## config.mk

```make
export PLATFORM = sky130hd
export DESIGN_NAME = b14_cpu
export DESIGN_NICKNAME = d
export VERILOG_FILES = /design/src/b14_pkg.sv /design/src/b14_sequencer.sv /design/src/b14_operand.sv /design/src/b14_alu.sv /design/src/b14_regfile.sv /design/src/b14_cpu.sv
export VERILOG_INCLUDE_DIRS = /design/src /design/src/src
export SDC_FILE = /design/constraint.sdc
export NUM_CORES = 1
export LEC_CHECK = 0
export BUFFER_PORTS_ARGS = -buffer_cell sky130_fd_sc_hd__buf_2
export CAP_MARGIN = 20
export CORE_UTILIZATION = 30
export DETAILED_ROUTE_END_ITERATION = 8
export SYNTH_ARGS = -nofsm -noshare
export SYNTH_HDL_FRONTEND = slang
export SYNTH_SLANG_ARGS = --single-unit
```

## constraint.sdc

```tcl
create_clock -name clock -period 7.65 [get_ports clock]
set_input_delay 0.3825 -clock clock [delete_from_list [all_inputs] [get_ports clock]]
set_output_delay 0.3825 -clock clock [all_outputs]
set_load 0.005 [all_outputs]
```

## src/b14_macros.svh

```systemverilog
// Instruction set constants; addresses wrap at 2^20 words and bit 31 of an instruction is ignored
`ifndef B14_MACROS_SVH
`define B14_MACROS_SVH

// ~~~~~~~~~~~~~~~~~~~~~~~~~~~~~~~~~~~~~~~~~~~~~~~~~~~~~~~~~~~~~~~~~~~~~~~~~~~~
// Data path widths
// ~~~~~~~~~~~~~~~~~~~~~~~~~~~~~~~~~~~~~~~~~~~~~~~~~~~~~~~~~~~~~~~~~~~~~~~~~~~~

`define B14_DATA_BITS 32
`define B14_ADDR_BITS 20

// Add and subtract keep only this many low bits
`define B14_RESULT_BITS 30

// ~~~~~~~~~~~~~~~~~~~~~~~~~~~~~~~~~~~~~~~~~~~~~~~~~~~~~~~~~~~~~~~~~~~~~~~~~~~~
// Program counter and register file
// ~~~~~~~~~~~~~~~~~~~~~~~~~~~~~~~~~~~~~~~~~~~~~~~~~~~~~~~~~~~~~~~~~~~~~~~~~~~~

// reg3 is cut to this width before the step is added
`define B14_PC_WRAP_BITS 29
`define B14_PC_STEP 8
`define B14_NUM_REGS 4

// ~~~~~~~~~~~~~~~~~~~~~~~~~~~~~~~~~~~~~~~~~~~~~~~~~~~~~~~~~~~~~~~~~~~~~~~~~~~~
// Instruction field values
// ~~~~~~~~~~~~~~~~~~~~~~~~~~~~~~~~~~~~~~~~~~~~~~~~~~~~~~~~~~~~~~~~~~~~~~~~~~~~

`define B14_STORE_DEST 7

// Operate functions from this value up do nothing and read no memory
`define B14_FIRST_NOP_FUNC 12

`endif

```

## src/b14_pkg.sv

```systemverilog
// Shared types of the core; the instruction layout assumes 32-bit words with a 20-bit tail
`include "b14_macros.svh"

package b14_pkg;

   typedef logic [`B14_DATA_BITS-1:0] word_t;
   typedef logic [`B14_ADDR_BITS-1:0] addr_t;
   typedef logic [1:0]                reg_sel_t;

   typedef enum logic [1:0]
   {
      state_fetch,
      state_decode,
      state_execute
   } cpu_state_e;

   // Field view used for decoding the operation
   typedef struct packed {
      logic        unused;
      reg_sel_t    src_sel;
      logic [1:0]  mode;
      logic [2:0]  dest_field;
      logic        is_compare;
      logic [3:0]  func;
      logic [18:0] low;
   } op_view_t;

   // The tail of the address view shares bit 19 with the low bit of func
   typedef struct packed {
      logic [11:0] upper;
      addr_t       tail;
   } addr_view_t;

   typedef union packed {
      op_view_t   op_view;
      addr_view_t addr_view;
   } instr_u;

   typedef struct packed {
      logic   exec;
      instr_u instr;
      logic   is_store;
      logic   uses_mem;
   } exec_ctrl_t;

   typedef struct packed {
      word_t value;
      logic  flag_next;
      logic  flag_write;
      logic  reg_write;
      logic  swap;
   } alu_result_t;

endpackage

```

## src/b14_sequencer.sv

```systemverilog
// Three cycles per instruction with no wait states; the memory must answer datai in the same cycle
`timescale 1ns/1ps
`include "b14_macros.svh"

module b14_sequencer
   import b14_pkg::*;
(
   input  logic       clock,
   input  logic       reset,
   input  word_t      datai,
   input  word_t      pc,
   input  addr_t      eff_addr,
   input  word_t      store_data,
   output exec_ctrl_t ctrl,
   output addr_t      addr,
   output logic       rd,
   output logic       wr,
   output word_t      datao
);

   cpu_state_e state;
   instr_u     ir;
   instr_u     cur_instr;
   logic       is_store;
   logic       uses_mem;

   // ~~~~~~~~~~~~~~~~~~~~~~~~~~~~~~~~~~~~~~~~~~~~~~~~~~~~~~~~~~~~~~~~~~~~~~~~~~~~
   // Decode
   // ~~~~~~~~~~~~~~~~~~~~~~~~~~~~~~~~~~~~~~~~~~~~~~~~~~~~~~~~~~~~~~~~~~~~~~~~~~~~

   // The fetched word sits on datai during decode, before the IR has it
   always_comb
   begin
      cur_instr = ir;
      if (state == state_decode)
      begin
         cur_instr = datai;
      end
   end

   always_comb
   begin
      is_store = !cur_instr.op_view.is_compare &&
                 (cur_instr.op_view.dest_field == 3'(`B14_STORE_DEST));
      uses_mem = (cur_instr.op_view.mode != 2'd0) && !is_store &&
                 (cur_instr.op_view.is_compare ||
                  (cur_instr.op_view.func < 4'(`B14_FIRST_NOP_FUNC)));
   end

   always_comb
   begin
      ctrl.exec     = (state == state_execute);
      ctrl.instr    = cur_instr;
      ctrl.is_store = is_store;
      ctrl.uses_mem = uses_mem;
   end

   always_ff @(posedge clock)
   begin
      if (state == state_decode)
      begin
         ir <= datai;
      end
   end

   // ~~~~~~~~~~~~~~~~~~~~~~~~~~~~~~~~~~~~~~~~~~~~~~~~~~~~~~~~~~~~~~~~~~~~~~~~~~~~
   // State and bus
   // ~~~~~~~~~~~~~~~~~~~~~~~~~~~~~~~~~~~~~~~~~~~~~~~~~~~~~~~~~~~~~~~~~~~~~~~~~~~~

   // Bus outputs are registered, so each access shows one cycle after its state
   always_ff @(posedge clock)
   begin
      if (reset)
      begin
         state <= state_fetch;
         addr  <= '0;
         rd    <= 1'b0;
         wr    <= 1'b0;
         datao <= '0;
      end
      else
      begin
         rd <= 1'b0;
         wr <= 1'b0;
         case (state)
            state_fetch:
            begin
               addr  <= pc[`B14_ADDR_BITS-1:0];
               rd    <= 1'b1;
               state <= state_decode;
            end
            state_decode:
            begin
               if (uses_mem)
               begin
                  addr <= eff_addr;
                  rd   <= 1'b1;
               end
               state <= state_execute;
            end
            state_execute:
            begin
               if (is_store)
               begin
                  addr  <= eff_addr;
                  wr    <= 1'b1;
                  datao <= store_data;
               end
               state <= state_fetch;
            end
            default:
            begin
               state <= state_fetch;
            end
         endcase
      end
   end

endmodule

```

## src/b14_operand.sv

```systemverilog
// Combinational; the operand is only valid in execute, when datai holds the word read in decode
`timescale 1ns/1ps
`include "b14_macros.svh"

module b14_operand
   import b14_pkg::*;
(
   input  exec_ctrl_t ctrl,
   input  word_t      datai,
   input  word_t      reg1,
   input  word_t      reg2,
   output addr_t      eff_addr,
   output word_t      operand
);

   addr_t tail;

   assign tail = ctrl.instr.addr_view.tail;

   // Indexed modes add the low address bits of reg1 or reg2 and wrap at 2^20
   always_comb
   begin
      case (ctrl.instr.op_view.mode)
         2'd2:
         begin
            eff_addr = tail + reg1[`B14_ADDR_BITS-1:0];
         end
         2'd3:
         begin
            eff_addr = tail + reg2[`B14_ADDR_BITS-1:0];
         end
         default:
         begin
            eff_addr = tail;
         end
      endcase
   end

   // Immediate mode and instructions without a memory read take the tail
   always_comb
   begin
      if (ctrl.uses_mem)
      begin
         operand = datai;
      end
      else
      begin
         operand = word_t'(tail);
      end
   end

endmodule

```

## src/b14_alu.sv

```systemverilog
// Signed compares and 30-bit add/subtract; write strobes are only raised in execute
`timescale 1ns/1ps
`include "b14_macros.svh"

module b14_alu
   import b14_pkg::*;
(
   input  exec_ctrl_t  ctrl,
   input  word_t       src_value,
   input  word_t       operand,
   input  logic        flag,
   output alu_result_t result
);

   localparam logic signed [`B14_DATA_BITS-1:0] wrap_base = 1 << `B14_RESULT_BITS;

   logic signed [`B14_DATA_BITS-1:0] r_s;
   logic signed [`B14_DATA_BITS-1:0] m_s;
   logic signed [`B14_DATA_BITS-1:0] r_wrap;
   logic       cond;
   logic       op_exec;
   logic [3:0] func;
   word_t      sum;
   word_t      diff;

   assign func    = ctrl.instr.op_view.func;
   assign op_exec = ctrl.exec && !ctrl.instr.op_view.is_compare && !ctrl.is_store;
   assign sum     = src_value + operand;
   assign diff    = src_value - operand;

   // ~~~~~~~~~~~~~~~~~~~~~~~~~~~~~~~~~~~~~~~~~~~~~~~~~~~~~~~~~~~~~~~~~~~~~~~~~~~~
   // Compare group
   // ~~~~~~~~~~~~~~~~~~~~~~~~~~~~~~~~~~~~~~~~~~~~~~~~~~~~~~~~~~~~~~~~~~~~~~~~~~~~

   always_comb
   begin
      r_s = src_value;
      m_s = operand;
      // Conditions 6 and 7 fold r back below 2^30 first
      r_wrap = (r_s >= wrap_base) ? (r_s - wrap_base) : r_s;
      case (func[2:0])
         3'd0: cond = (r_s < m_s);
         3'd1: cond = !(r_s < m_s);
         3'd2: cond = (r_s == m_s);
         3'd3: cond = (r_s != m_s);
         3'd4: cond = !(r_s > m_s);
         3'd5: cond = (r_s > m_s);
         3'd6: cond = (r_wrap < m_s);
         default: cond = !(r_wrap < m_s);
      endcase
   end

   // Upper eight conditions accumulate into the old flag
   assign result.flag_next  = cond || (func[3] && flag);
   assign result.flag_write = ctrl.exec && ctrl.instr.op_view.is_compare;

   // ~~~~~~~~~~~~~~~~~~~~~~~~~~~~~~~~~~~~~~~~~~~~~~~~~~~~~~~~~~~~~~~~~~~~~~~~~~~~
   // Operate group
   // ~~~~~~~~~~~~~~~~~~~~~~~~~~~~~~~~~~~~~~~~~~~~~~~~~~~~~~~~~~~~~~~~~~~~~~~~~~~~

   always_comb
   begin
      result.value     = operand;
      result.reg_write = 1'b0;
      result.swap      = 1'b0;
      case (func)
         4'd0:
         begin
            result.value     = '0 - operand;
            result.reg_write = op_exec;
         end
         4'd1:
         begin
            result.swap = op_exec;
         end
         4'd2, 4'd3:
         begin
            result.reg_write = op_exec;
         end
         4'd4, 4'd5, 4'd8, 4'd10:
         begin
            result.value     = word_t'(sum[`B14_RESULT_BITS-1:0]);
            result.reg_write = op_exec;
         end
         4'd6, 4'd7, 4'd9, 4'd11:
         begin
            result.value     = word_t'(diff[`B14_RESULT_BITS-1:0]);
            result.reg_write = op_exec;
         end
         default:
         begin
            // The former shift group writes nothing
         end
      endcase
   end

endmodule

```

## src/b14_regfile.sv

```systemverilog
// reg3 is the program counter and steps by 8 every executed instruction unless it is written
`timescale 1ns/1ps
`include "b14_macros.svh"

module b14_regfile
   import b14_pkg::*;
(
   input  logic        clock,
   input  logic        reset,
   input  exec_ctrl_t  ctrl,
   input  alu_result_t result,
   output word_t       src_value,
   output word_t       reg1,
   output word_t       reg2,
   output word_t       pc,
   output logic        flag
);

   word_t    regs [`B14_NUM_REGS];
   word_t    pc_step;
   reg_sel_t src_sel;
   reg_sel_t dest;
   reg_sel_t dest_next;
   logic     dest_update;

   assign pc_step = word_t'(regs[3][`B14_PC_WRAP_BITS-1:0]) + word_t'(`B14_PC_STEP);
   assign src_sel = ctrl.instr.op_view.src_sel;

   // A source of reg3 already sees the stepped counter
   assign src_value = (src_sel == 2'd3) ? pc_step : regs[src_sel];

   assign reg1 = regs[1];
   assign reg2 = regs[2];
   assign pc   = regs[3];

   // ~~~~~~~~~~~~~~~~~~~~~~~~~~~~~~~~~~~~~~~~~~~~~~~~~~~~~~~~~~~~~~~~~~~~~~~~~~~~
   // Sticky destination
   // ~~~~~~~~~~~~~~~~~~~~~~~~~~~~~~~~~~~~~~~~~~~~~~~~~~~~~~~~~~~~~~~~~~~~~~~~~~~~

   // Fields 4 and 5 branch through reg3, and a failed condition keeps the old dest
   always_comb
   begin
      dest_next = dest;
      case (ctrl.instr.op_view.dest_field)
         3'd0, 3'd1, 3'd2, 3'd3:
         begin
            dest_next = ctrl.instr.op_view.dest_field[1:0];
         end
         3'd4:
         begin
            if (flag)
            begin
               dest_next = 2'd3;
            end
         end
         3'd5:
         begin
            if (!flag)
            begin
               dest_next = 2'd3;
            end
         end
         default:
         begin
         end
      endcase
   end

   assign dest_update = ctrl.exec && !ctrl.instr.op_view.is_compare && !ctrl.is_store;

   always_ff @(posedge clock)
   begin
      if (reset)
      begin
         for (int i = 0; i < `B14_NUM_REGS; i++)
         begin
            regs[i] <= '0;
         end
         dest <= '0;
         flag <= 1'b0;
      end
      else
      begin
         if (ctrl.exec)
         begin
            regs[3] <= pc_step;
         end
         if (dest_update)
         begin
            dest <= dest_next;
         end
         if (result.flag_write)
         begin
            flag <= result.flag_next;
         end
         // Move-and-swap ignores dest
         if (result.swap)
         begin
            regs[2] <= pc_step;
            regs[3] <= result.value;
         end
         else if (result.reg_write)
         begin
            regs[dest_next] <= result.value;
         end
      end
   end

endmodule

```

## src/b14_cpu.sv

```systemverilog
// Top of the core; expects a combinational memory and never stalls
`timescale 1ns/1ps

module b14_cpu
   import b14_pkg::*;
(
   input  logic  clock,
   input  logic  reset,
   output addr_t addr,
   input  word_t datai,
   output word_t datao,
   output logic  rd,
   output logic  wr
);

   exec_ctrl_t  ctrl;
   alu_result_t result;
   word_t       src_value;
   word_t       reg1;
   word_t       reg2;
   word_t       pc;
   word_t       operand;
   addr_t       eff_addr;
   logic        flag;

   b14_sequencer u_sequencer (
      .clock      (clock),
      .reset      (reset),
      .datai      (datai),
      .pc         (pc),
      .eff_addr   (eff_addr),
      .store_data (src_value),
      .ctrl       (ctrl),
      .addr       (addr),
      .rd         (rd),
      .wr         (wr),
      .datao      (datao)
   );

   b14_operand u_operand (
      .ctrl     (ctrl),
      .datai    (datai),
      .reg1     (reg1),
      .reg2     (reg2),
      .eff_addr (eff_addr),
      .operand  (operand)
   );

   b14_alu u_alu (
      .ctrl      (ctrl),
      .src_value (src_value),
      .operand   (operand),
      .flag      (flag),
      .result    (result)
   );

   b14_regfile u_regfile (
      .clock     (clock),
      .reset     (reset),
      .ctrl      (ctrl),
      .result    (result),
      .src_value (src_value),
      .reg1      (reg1),
      .reg2      (reg2),
      .pc        (pc),
      .flag      (flag)
   );

endmodule

```

## Yosys cells after proc, flatten, opt, wreduce, memory -nomap -nowiden

Memory sizes are Yosys's and may differ from the RTL's.
Index checks and enable logic that the tools add are counted.

| cells by class | value |
|---|---|
| add/sub/neg operators | 7 |
| magnitude comparators | 5 |
| equal/unequal tests | 33 |
| mux-type cells | 37 |
| bitwise operators | 7 |
| reductions and logical operators | 28 |

Operators by type and width:

| operator | count |
|---|---|
| 32-bit two-way mux | 7 |
| 32-bit one-hot mux with 3 select lines | 1 |
| 32-bit < comparator | 2 |
| 20-bit one-hot mux with 3 select lines | 1 |
| 20-bit adder | 2 |
| 20-bit two-way mux | 2 |
| 20-bit one-hot mux with 2 select lines | 1 |
| 32-bit equality test | 1 |
| 32-bit >= comparator, second input constant | 1 |
| 32-bit > comparator | 1 |
| 32-bit != test | 1 |
| 32-bit OR reduction | 1 |
| 1-bit by 32-bit subtractor with 32-bit output, first input constant | 1 |
| 32-bit subtractor, second input constant | 1 |
| 31-bit two-way mux | 1 |
| 29-bit by 4-bit adder with 30-bit output, second input constant | 1 |
| 30-bit adder | 1 |
| 30-bit subtractor | 1 |
| 3-bit equality test, second input constant | 6 |
| 1-bit two-way mux | 17 |
| 4-bit by 3-bit equality test with 1-bit output, second input constant | 4 |
| 4-bit equality test, second input constant | 4 |
| 3-bit by 2-bit equality test with 1-bit output, second input constant | 4 |
| 4-bit OR reduction | 3 |
| 29 further kinds | 52 |

| word-level totals | value |
|---|---|
| register bits | 90 |
| memory bits (writable) | 128 |
| input bits | 34 |
| output and inout port bits | 54 |
| word-level logic and storage cells | 126 |
| memories kept | 1 |

Memories:

| name | depth | bits a word | read ports | clocked after memory_dff | write ports | RTL line | source |
|---|---|---|---|---|---|---|---|
| u_regfile.regs | 4 | 32 | 4 | 0 | 4 | b14_regfile.sv:19 | `` word_t regs [`B14_NUM_REGS]; `` |

## Longest topological paths before layout

Gate-level depths: netlist (run 1).

| depth | value |
|---|---|
| word-level depth | 14 |
| gate-level depth with buffers | 35 |

## Cells and area by module

Synthesis (run 1) repeated with hierarchy kept, for this count alone.

| unflattened totals | value |
|---|---|
| cells, all modules | 1,692 |
| area total of the unflattened synthesis | 15,720.1 sq um |

Modules (own cells, without submodules):

| module | instances | cells each | area an instance (sq um) | sequential area each (sq um) |
|---|---|---|---|---|
| b14_regfile | 1 | 499 | 6,431.2 | 3,903.7 |
| b14_alu | 1 | 627 | 4,032.6 | 0.0 |
| b14_sequencer | 1 | 353 | 3,520.9 | 1,761.7 |
| b14_operand | 1 | 213 | 1,735.4 | 0.0 |

## Worst setup path after synthesis (run 1)

Ideal clock, no wire load.

| timing | value |
|---|---|
| kind | register to register |
| start point | reg u_sequencer.state[1] |
| end point | mem u_regfile.regs[2][22] in the netlist's numbering, data pin |
| setup time | 274 ps |
| arrival time | 5,896 ps |
| setup slack | 1,480 ps |
| cell stages (with the launch flop) | 30 |
| path buffers | 9 |
| path through | dfxtp_1 inv_1 ha_1 buf_6 buf_8 buf_8 a21oi_4 o221a_2 nand2_2 buf_6 buf_6 buf_4 o21ai_0 ha_1 buf_1 inv_1 o41ai_2 buf_4 nor2_1 xor2_1 ha_1 clkbuf_1 or3_1 o2111a_1 a211oi_1 a21oi_1 a31oi_1 mux2i_1 a311oi_2 o22ai_1 |

RTL lines:

| item | RTL line | source |
|---|---|---|
| start, declared | b14_sequencer.sv:21 | `cpu_state_e state;` |
| start signal, assigned | b14_sequencer.sv:75 | `state <= state_fetch;` |
| start signal, assigned | b14_sequencer.sv:90 | `state <= state_decode;` |
| start signal, assigned | b14_sequencer.sv:99 | `state <= state_execute;` |
| end, declared | b14_regfile.sv:19 |  |

==> key figures, run 1 <==
Run status
  • Outcome: finished, final reports clean

Critical path
  • Worst Path Buf+Inv: 3
  • End point of the critical path: u_regfile.regs[3][20]
  • Worst path arrival time: ~7 ns
  • CP max FO: 19
  • Crit path max-delay family: compound AO/OA/AOI/OAI gates
  • Worst-path cell chain: inv_1 > ha_2 > nor2_1 > nand4_1 > and2_1 > nand2_2 > o21ai_0 > ha_1 > inv_1 > nor3_1 > o2111ai_1 > o41ai_2 > buf_4 > nor2_1 > xor2_1 > ha_1 > or3_1 > o2111a_1 > a211oi_1 > a21oi_1 > xor2_1 > a211oi_1 > o22ai_1
  • Kind of start point of the critical path: flop
  • Kind of critical path: flop to flop
  • Worst path depth: 23
  • Worst path max stage delay: 0.66 ns
  • Setup crit start: u_sequencer.state[1]
  • End of the worst register-to-register path: u_regfile.regs[3][20]
  • Reg2reg start: u_sequencer.state[1]
  • Crit path capture type: flop
  • CP max stage cell: a211oi_1
  • R2R depth: 23
  • WP data required: 7.91 ns
  • R2R Setup Slk: around 0.71 ns

Logic synthesis
  • Total number of yosys warnings: 0
  • Syn nets: between 1500 and 2000
  • Main synth FF type: edfxtp_1
  • Synth top cells by count: nor2_1 (231), nand2_1 (182), edfxtp_1 (125), a21oi_1 (97), dfxtp_1 (90)
  • Mapped cell area: roughly 0.016 sq mm
  • Leading area contributor after synthesis: edfxtp_1
  • EDFF count, synth: between 100 and 150
  • Ranking of synthesized cells by area: edfxtp_1 (24%), dfxtp_1 (11%), ha_1 (7.0%), nor2_1 (5.5%), nand2_1 (4.3%)
  • Synth top area share: between 20% and 30%
  • Cell variety after synth: between 100 and 150
  • Syn Inst Count: 1783
  • Count leader, synth: nor2_1
  • Syn Area/Cell: just under 9 sq um
  • Synthesized flop and latch total: approximately 220
  • Ys async rst share: 0%
  • Seq/Total Area, Yosys: between 30% and 40%

Clock network
  • Clock sink count: around 220
  • Root Buffer: clkbuf_16
  • Worst skew pair latency: between 0.5 and 0.6 ns
  • Number of CTS-inserted buffers: 26
  • Clock Pin Slew Worst Setup and Hold Paths: about 0.06 ns
  • TritonCTS clock tree: yes
  • Post-CTS setup buffer count: 0
  • CTS resizes: 0
  • Deepest clock path buffer count: 3
  • CTS HTree Levels: 1
  • # hold bufs at CTS: 0

Timing
  • Final period utilization: about 91%
  • Rel. slew slack: roughly 29%
  • Clock skew: between 0.015 and 0.02 ns
  • Worst-Margin Slew: roughly 1.1 ns
  • Fin Setup TNS: 0 ns
  • Final setup fails: 0
  • Fin. max-slew vios: 0
  • Final Hold Viols: 0
  • Hold slack: between 0.15 and 0.2 ns
  • RSZ-0062 raised after global routing: false
  • Fmax: between 100 and 150 MHz
  • Post-layout min period: around 6.9 ns
  • Worst setup margin: 0.715 ns

GRT
  • Number of antenna violations at the first check in global routing: 2
  • First-pass GRT wire length: about 90000 um
  • Largest net degree at the start of global routing: 46
  • GRT overflow: 0
  • Vias in the first global route: approximately 14000
  • Gr usage total: 22.6%

Die
  • Die area: ~0.054 sq mm
  • Core footprint: a little over 0.05 sq mm
  • # IOs: 88
  • Initial core utilization: a little under a third
  • Row Count: 83
  • DIE HEIGHT: roughly 230 um
  • Die width: 232 um

Hold path
  • Min-delay worst type: primary input to flop

Layout
  • Fillers: 5339
  • Multi-input logic area: ~0.0095 sq mm
  • Final nets: roughly 2000
  • Final core utilization: approximately a third
  • Share of post-route cells with drive strength above 1: 15.9%
  • Ant. Diodes: 0
  • Design area: 0.0179 sq mm
  • Non-Filler Instances: 2542
  • Sequential Area: about 0.0056 sq mm
  • Area grow syn2layout: 12.8%

Place
  • Placement Cell Area: ~0.017 sq mm
  • RePlAce Congestion: 0.982
  • Dpl cells: about 2500
  • PortBufs: between 80 and 90
  • DP Worst Slack: approximately 0.9 ns
  • Detailed Place HPWL: roughly 46000 um

Drt
  • Number of DRC markers in iteration 0: 1808
  • DR DRC count: 0
  • Final ANT Viol Nets: 0
  • Vias per inst: 5.85
  • Final wirelength: 62100 um
  • Via count: 14900
  • Routed len/inst: between 20 and 25 um
  • First-pass detailed-route iteration total: 6

Flow run
  • # Max-Cap Violations: 0

Power
  • Tot Pwr: between 6 and 7 mW
  • Worst vdd ir: about 180 uV
  • Leak: 7.04 nW
  • Pwr Density: about 340 mW/mm^2
## power breakdown
group | total (mW) | switching, mW | internal, mW | leakage (nW)
Combinational | 3.47 | 2.24 | 1.23 | 4.57
Sequential | 1.40 | 0.0721 | 1.33 | 2.04
Clock | 1.28 | 0.526 | 0.753 | 0.429
Total | 6.15 | 2.84 | 3.31 | 7.04
## logic make-up after synthesis
logic type                 Yosys count  share of synthesized area, %
muxes                              103                          7.90
adders and majority gates           91                          7.29
buffers and inverters              164                          4.82
and+or+nand+nor                    660                          19.7
DFF                                215                          35.1
AOI/OAI and AO/OA                  461                          20.3
xor gates and xnor gates            89                          4.92
## sequential cells by signal (all words and copies together) (netlist names)
register,flops
u_sequencer.rd,1
u_sequencer.wr,1
u_sequencer.addr,20
u_regfile.regs,125
u_regfile.dest,2
u_regfile.flag,1
u_sequencer.state,2
u_sequencer.ir,31
u_sequencer.datao,32
## area by class of cell
type                       instances  share of cell area, %
inverter                          66                   1.40
multi-input combinational       1404                   53.5
sequential                       215                   31.1
tap                              680                   4.76
clock buffer                      35                   4.18
timing repair buffer             129                   4.32
clock inverter                    13                  0.764
## layout by cell type (no fill, tap or decap), types with 9 or more instances in the layout
cell         n
o21ai_0     66
buf_2       87
o211ai_1    20
inv_1       63
buf_4       41
or3_1       16
nor2b_1     12
o21a_1      16
dfxtp_1     90
clkbuf_16   27
a31oi_1     20
and2_1       9
a21o_1      28
nand3_1     43
edfxtp_1   125
nor3_1      49
mux2i_1     43
nand2_1    181
nor2_1     230
a211oi_1    33
xor2_1      31
and3_1      12
nand2b_1    14
o22ai_1     56
a21oi_1     97
ha_1        88
o21ai_1     11
xnor2_1     56
nor4_1      17
mux2_2      39
nand4_1     24
## layer usage
metal / share of wire, % / track usage, %
met5: 0.021 / 0
met4: 4.4 / 9.40
met3: 8.8 / 3.56
met2: 45 / 36.2
met1: 42 / 30.2
## worst min-delay path by stage
stage | slack [ns] | from | end | cells past startpoint
after CTS | 0.15 | datai[23] | u_sequencer.ir[23] | 2
after detailed placement | 0.45 | u_sequencer.addr[15] | u_sequencer.addr[15] | 2
after global routing | 0.18 | datai[23] | u_sequencer.ir[23] | 2
after floorplan | 0.45 | u_sequencer.addr[13] | u_sequencer.addr[13] | 2
after global placement | 0.44 | u_sequencer.datao[2] | u_sequencer.datao[2] | 2
final | 0.19 | datai[23] | u_sequencer.ir[23] | 2
## worst register-to-register path, delay by kind of cell, from the launching register on
family | cells | cell delay, ns
XOR/XNOR | 2 | 0.33
adder cells (fa/ha/maj) | 3 | 1.38
buffers and inverters | 3 | 0.53
AND/OR/NAND/NOR | 7 | 1.68
flip-flops | 1 | 0.33
AO/OA/AOI/OAI | 8 | 2.38
No activity file was read; power rests on OpenSTA's default activity.
==> run 2: changes to the inputs <==
- CORE_UTILIZATION: 30 -> 60
- PLACE_DENSITY: not set -> 0.79
==> run 2 against run 1 <==
Effect of this change:
- critical path type unchanged
- routed wire length is 9.3% lower
- clock power is 6% lower
- non-clock buffer count down 2
- fmax fell by 0.55%
- first-iteration DRC count up 13%
- combinational power hardly changed
- sequential share of layout area is 0.98 points higher
- clock skew increased by 0.0057 ns
- hold slack improved by 0.015 ns
- utilization increased by 32 points
- design area fell by 3.0%
- flip-flop and latch count is the same
==> key figures, run 2 (synthesis results as in run 1) <==
Layout
  • Most flops, register: u_regfile.regs
  • Multi-input logic area: between 0.009 and 0.01 sq mm
  • Ant. Diodes: 0
  • Fillers: between 2000 and 2500
  • Commonest cells after routing, fill and taps aside: nor2_1 (230), nand2_1 (181), edfxtp_1 (125), a21oi_1 (97), dfxtp_1 (90)
  • Largest register FFs: 125
  • Area grow syn2layout: 9.38%
  • Non-Filler Instances: 2193
  • Top flop regs: u_regfile.regs: 125 flops, u_sequencer.datao: 32 flops, u_sequencer.ir: 31 flops
  • Final nets: 1964
  • Design area: 0.0173 sq mm
  • Final core utilization: 66.6%
  • Sequential Area: 0.00556 sq mm
  • Share of post-route cells with drive strength above 1: between 10% and 20%
  • Most common cell after layout, fill and taps aside: nor2_1

Clock network
  • Post-CTS setup buffer count: 0
  • TritonCTS clock tree: yes
  • Deepest clock path buffer count: 3
  • CTS resizes: 0
  • Number of CTS-inserted buffers: 25
  • Clock sink count: around 220
  • Worst skew pair latency: approximately 0.55 ns
  • CTS HTree Levels: 1
  • # hold bufs at CTS: 0
  • Clock Pin Slew Worst Setup and Hold Paths: about 0.060 ns
  • Root Buffer: clkbuf_16

Timing
  • Hold slack: just over 0.2 ns
  • Fmax: about 140 MHz
  • Rel. slew slack: around a quarter
  • Post-layout min period: approximately 7 ns
  • Final Hold Viols: 0
  • Fin. max-slew vios: 0
  • Final period utilization: approximately nine tenths
  • Worst-Margin Slew: 1.11 ns
  • Final setup fails: 0
  • Fin Setup TNS: 0 ns
  • RSZ-0062 raised after global routing: false
  • Clock skew: 0.0218 ns
  • Worst setup margin: approximately 0.68 ns

Drt
  • Number of DRC markers in iteration 0: 2043
  • First-pass detailed-route iteration total: 8
  • Via count: 15200
  • Final ANT Viol Nets: 0
  • Routed len/inst: roughly 26 um
  • Final wirelength: ~56000 um
  • Vias per inst: a little under 7
  • DR DRC count: 0

Die
  • Initial core utilization: slightly above 60%
  • Die width: ~160 um
  • # IOs: 88
  • Row Count: 59
  • DIE HEIGHT: about 160 um
  • Core footprint: approximately 0.026 sq mm
  • Die area: approximately 0.027 sq mm

Place
  • Detailed Place HPWL: just over 40000 um
  • RePlAce Congestion: 1.02
  • PortBufs: 87
  • Dpl cells: 2146
  • Placement Cell Area: around 0.016 sq mm
  • DP Worst Slack: between 0.8 and 0.9 ns

Critical path
  • CP max FO: 20
  • End of the worst register-to-register path: u_regfile.regs[3][28]
  • Reg2reg start: u_sequencer.state[1]
  • WP data required: approximately 7.9 ns
  • Worst path max stage delay: around 0.56 ns
  • Kind of critical path: flop to flop
  • Worst Path Buf+Inv: 3
  • Worst path arrival time: roughly 7.2 ns
  • Crit path capture type: flop
  • Worst-path cell chain: inv_1 > ha_2 > nor2_1 > nand4_1 > and2_1 > nand2_2 > o21ai_0 > ha_1 > inv_1 > nor3_1 > o2111ai_1 > o41ai_2 > buf_4 > nor2_1 > xor2_1 > ha_1 > or3_1 > o2111a_1 > a211oi_1 > a21oi_1 > a31oi_1 > xnor2_1 > a221oi_2 > o22ai_1
  • R2R Setup Slk: between 0.6 and 0.7 ns
  • CP max stage cell: ha_2
  • Kind of start point of the critical path: flop
  • R2R depth: 24
  • Crit path max-delay family: compound AO/OA/AOI/OAI gates

Power
  • Tot Pwr: slightly above 6 mW
  • Pwr Density: approximately 350 mW/mm^2
  • Worst vdd ir: between 300 and 400 uV
  • Leak: approximately 7.0 nW

Hold path
  • Hold Path Depth: 2
  • Min-delay worst type: primary input to flop
  • Hold EP: u_sequencer.ir[23]
  • Hold Crit Start: datai[23]

GRT
  • Number of antenna violations at the first check in global routing: 0
  • Largest net degree at the start of global routing: 53
  • Gr usage total: 41.8%
  • Vias in the first global route: about 14000
  • First-pass GRT wire length: 84000 um
  • GRT overflow: 0

Run status
  • Outcome: finished, final reports clean

Flow run
  • # Max-Cap Violations: 0
run 2: cell count changes in the layout (fill, tap and decap cells not counted), sizes merged:
cell / delta
clkbuf: +3
buf: -3
clkinv: -4
clkinvlp: -2
inv: +2
run 2: layout make-up:
| type | instances | share of cell area, % |
|---|---|---|
| Clock buffer | 37 | 4.10 |
| Clock inverter | 9 | 0.614 |
| Inverter | 66 | 1.45 |
| Multi-Input combinational cell | 1404 | 55.1 |
| Sequential cell | 215 | 32.1 |
| Tap cell | 335 | 2.42 |
| Timing Repair Buffer | 127 | 4.25 |
run 2: how the worst max path moves through the flow:
stage / start / to / slack [ns] / cells past startpoint
floorplan: u_sequencer.state[1] / u_regfile.regs[2][22] / 1.48 / 29
global placement: u_sequencer.state[1] / u_regfile.regs[3][26] / 1.19 / 25
detailed placement: u_sequencer.state[1] / u_regfile.regs[3][28] / 0.89 / 24
CTS: u_sequencer.state[1] / u_regfile.regs[3][28] / 0.84 / 24
global route: u_sequencer.state[1] / u_regfile.regs[3][28] / 0.29 / 24
finish: u_sequencer.state[1] / u_regfile.regs[3][28] / 0.68 / 24
run 2: layer usage:
layer | GRT usage, % | part of all wire, %
met1 | 53.9 | 38
met2 | 63.7 | 43
met3 | 10.3 | 12
met4 | 24.0 | 6.5
met5 | 0 | 0
run 2: power by group:
part           leakage (nW)  switching, mW  internal [mW]
Clock                 0.403          0.492          0.711
Combinational          4.55           2.21           1.23
Sequential             2.04         0.0719           1.33
Total                  6.99           2.78           3.27
==> run 3: changes to the inputs <==
- BUFFER_PORTS_ARGS: -buffer_cell sky130_fd_sc_hd__buf_2 -> -buffer_cell sky130_fd_sc_hd__clkbuf_2
==> run 3 against run 2 <==
Effect of this change:
- cell count about the same
- design area hardly changed
- largest power group unchanged
- clock skew down 0.0096 ns
- hold slack gained 0.016 ns
- critical endpoint unchanged
- combinational power is essentially flat
- clock power about the same
==> key figures, run 3 (synthesis results as in run 1) <==
Layout
  • Fillers: approximately 2200
  • Most flops, register: u_regfile.regs
  • Commonest cells after routing, fill and taps aside: nor2_1 (230), nand2_1 (181), edfxtp_1 (125), a21oi_1 (97), dfxtp_1 (90)
  • Most common cell after layout, fill and taps aside: nor2_1
  • Top flop regs: u_regfile.regs: 125 flops, u_sequencer.datao: 32 flops, u_sequencer.ir: 31 flops
  • Final nets: between 1500 and 2000
  • Share of post-route cells with drive strength above 1: 15.5%
  • Area grow syn2layout: 9.28%
  • Largest register FFs: about 130

Timing
  • Worst setup margin: roughly 0.8 ns
  • Final period utilization: approximately nine tenths
  • Final Hold Viols: 0
  • Worst-Margin Slew: between 1 and 1.5 ns
  • Fin. max-slew vios: 0
  • Post-layout min period: between 6 and 7 ns
  • Clock skew: 0.0122 ns
  • RSZ-0062 raised after global routing: false
  • Rel. slew slack: 22.7%
  • Fin Setup TNS: 0 ns
  • Final setup fails: 0
  • Fmax: roughly 150 MHz

Hold path
  • Hold EP: u_sequencer.ir[23]
  • Hold Crit Start: datai[23]
  • Min-delay worst type: primary input to flop
  • Hold Path Depth: 2

Clock network
  • CTS HTree Levels: 1
  • Root Buffer: clkbuf_16
  • Number of CTS-inserted buffers: 24
  • CTS resizes: 0
  • # hold bufs at CTS: 0
  • Worst skew pair latency: around 0.55 ns
  • Clock sink count: approximately 220
  • TritonCTS clock tree: yes
  • Deepest clock path buffer count: 3
  • Post-CTS setup buffer count: 0
  • Clock Pin Slew Worst Setup and Hold Paths: about 0.060 ns

Place
  • RePlAce Congestion: roughly 1
  • Detailed Place HPWL: between 40000 and 50000 um
  • PortBufs: 87
  • DP Worst Slack: between 0.9 and 1 ns

Power
  • Sequential power share: a little under a quarter
  • Clock Power Share: 19.7%
  • Leak: 6.94 nW
  • Worst vdd ir: between 200 and 300 uV
  • Comb power frac: a little under three fifths
  • Switch share: 46.2%
  • Internal: ~3.2 mW
  • Net Switching: roughly 2.8 mW
  • Pwr Density: around 350 mW/mm^2

Die
  • Die width: between 150 and 200 um
  • Initial core utilization: 60.9%
  • Die area: 0.0270 sq mm
  • # IOs: slightly below 90
  • Row Count: 59
  • Core footprint: 0.0260 sq mm
  • DIE HEIGHT: approximately 160 um

Drt
  • Final ANT Viol Nets: 0
  • Vias per inst: 6.83
  • DR DRC count: 0
  • Routed len/inst: around 26 um
  • Number of DRC markers in iteration 0: about 1800
  • Final wirelength: 57300 um
  • Via count: 15000
  • First-pass detailed-route iteration total: 6

Flow run
  • # Max-Cap Violations: 0

Critical path
  • Worst path arrival time: a little over 7 ns
  • CP max FO: 15
  • Worst path max stage delay: 0.48 ns
  • CP max stage cell: a211oi_1
  • R2R depth: 25
  • Worst Path Buf+Inv: 4
  • End of the worst register-to-register path: u_regfile.regs[3][28]
  • Reg2reg start: u_sequencer.state[1]
  • Crit path max-delay family: compound AO/OA/AOI/OAI gates
  • Kind of start point of the critical path: flop
  • R2R Setup Slk: ~0.78 ns
  • Worst path depth: 25
  • Crit path capture type: flop
  • Kind of critical path: flop to flop
  • WP data required: just under 8 ns

GRT
  • GRT overflow: 0
  • First-pass GRT wire length: about 84000 um
  • Gr usage total: a little over two fifths
  • Largest net degree at the start of global routing: 47
  • Number of antenna violations at the first check in global routing: 0
  • Vias in the first global route: approximately 14000

Run status
  • Outcome: finished, final reports clean
run 3: how the worst max path moves through the flow:
stage                               from                     to  slack, ns
finish              u_sequencer.state[1]  u_regfile.regs[3][28]       0.78
global route        u_sequencer.state[1]  u_regfile.regs[3][28]       0.39
CTS                 u_sequencer.state[1]  u_regfile.regs[3][28]       0.92
detailed placement  u_sequencer.state[1]  u_regfile.regs[3][28]       0.93
global placement    u_sequencer.state[1]  u_regfile.regs[3][28]       1.17
floorplan           u_sequencer.state[1]  u_regfile.regs[2][22]       1.48
run 3: through the flow:
stage          hold WS, ns  utilization, %  area [sq um]  power, mW  instances
2_1_floorplan        0.448               -         15800       3.76       1783
6_report             0.220            66.6         17300       6.02       2192
3_5_place_dp         0.445            63.5         16500       4.72       2147
5_1_grt              0.222            66.6         17300       6.29       2191
4_1_cts              0.211            66.6         17300       5.91       2191
3_3_place_gp         0.439            63.5         16500       4.70       2147
run 3: final cells by class:
type / count / area (sq um) / share of cell area (%)
diodes: 1 / 2.50 / 0.0145
clock buffers: 28 / 626 / 3.62
clock inverters: 16 / 173 / 0.998
inverters: 66 / 250 / 1.45
multi-input cells: 1404 / 9540 / 55.1
flip-flops and latches: 215 / 5560 / 32.1
well taps: 335 / 419 / 2.42
repair buffers: 127 / 736 / 4.25
run 3: layer usage:
metal / up-vias / track usage (%) / routed length (um)
met4: 0 / 24.9 / 3590
met2: 938 / 65.2 / 24900
met3: 213 / 11.0 / 6980
li1: 6731 / - / -
met1: 7087 / 53.4 / 21800
met5: - / 0 / 0
run 3: power groups by stage:
stage	Clock [mW]	Sequential, mW	Combinational [mW]
after global placement	0	1.41	3.28
after floorplan	0	1.40	2.36
after CTS	1.19	1.40	3.32
after detailed placement	0	1.42	3.30
after global routing	1.23	1.41	3.65
final	1.19	1.40	3.43
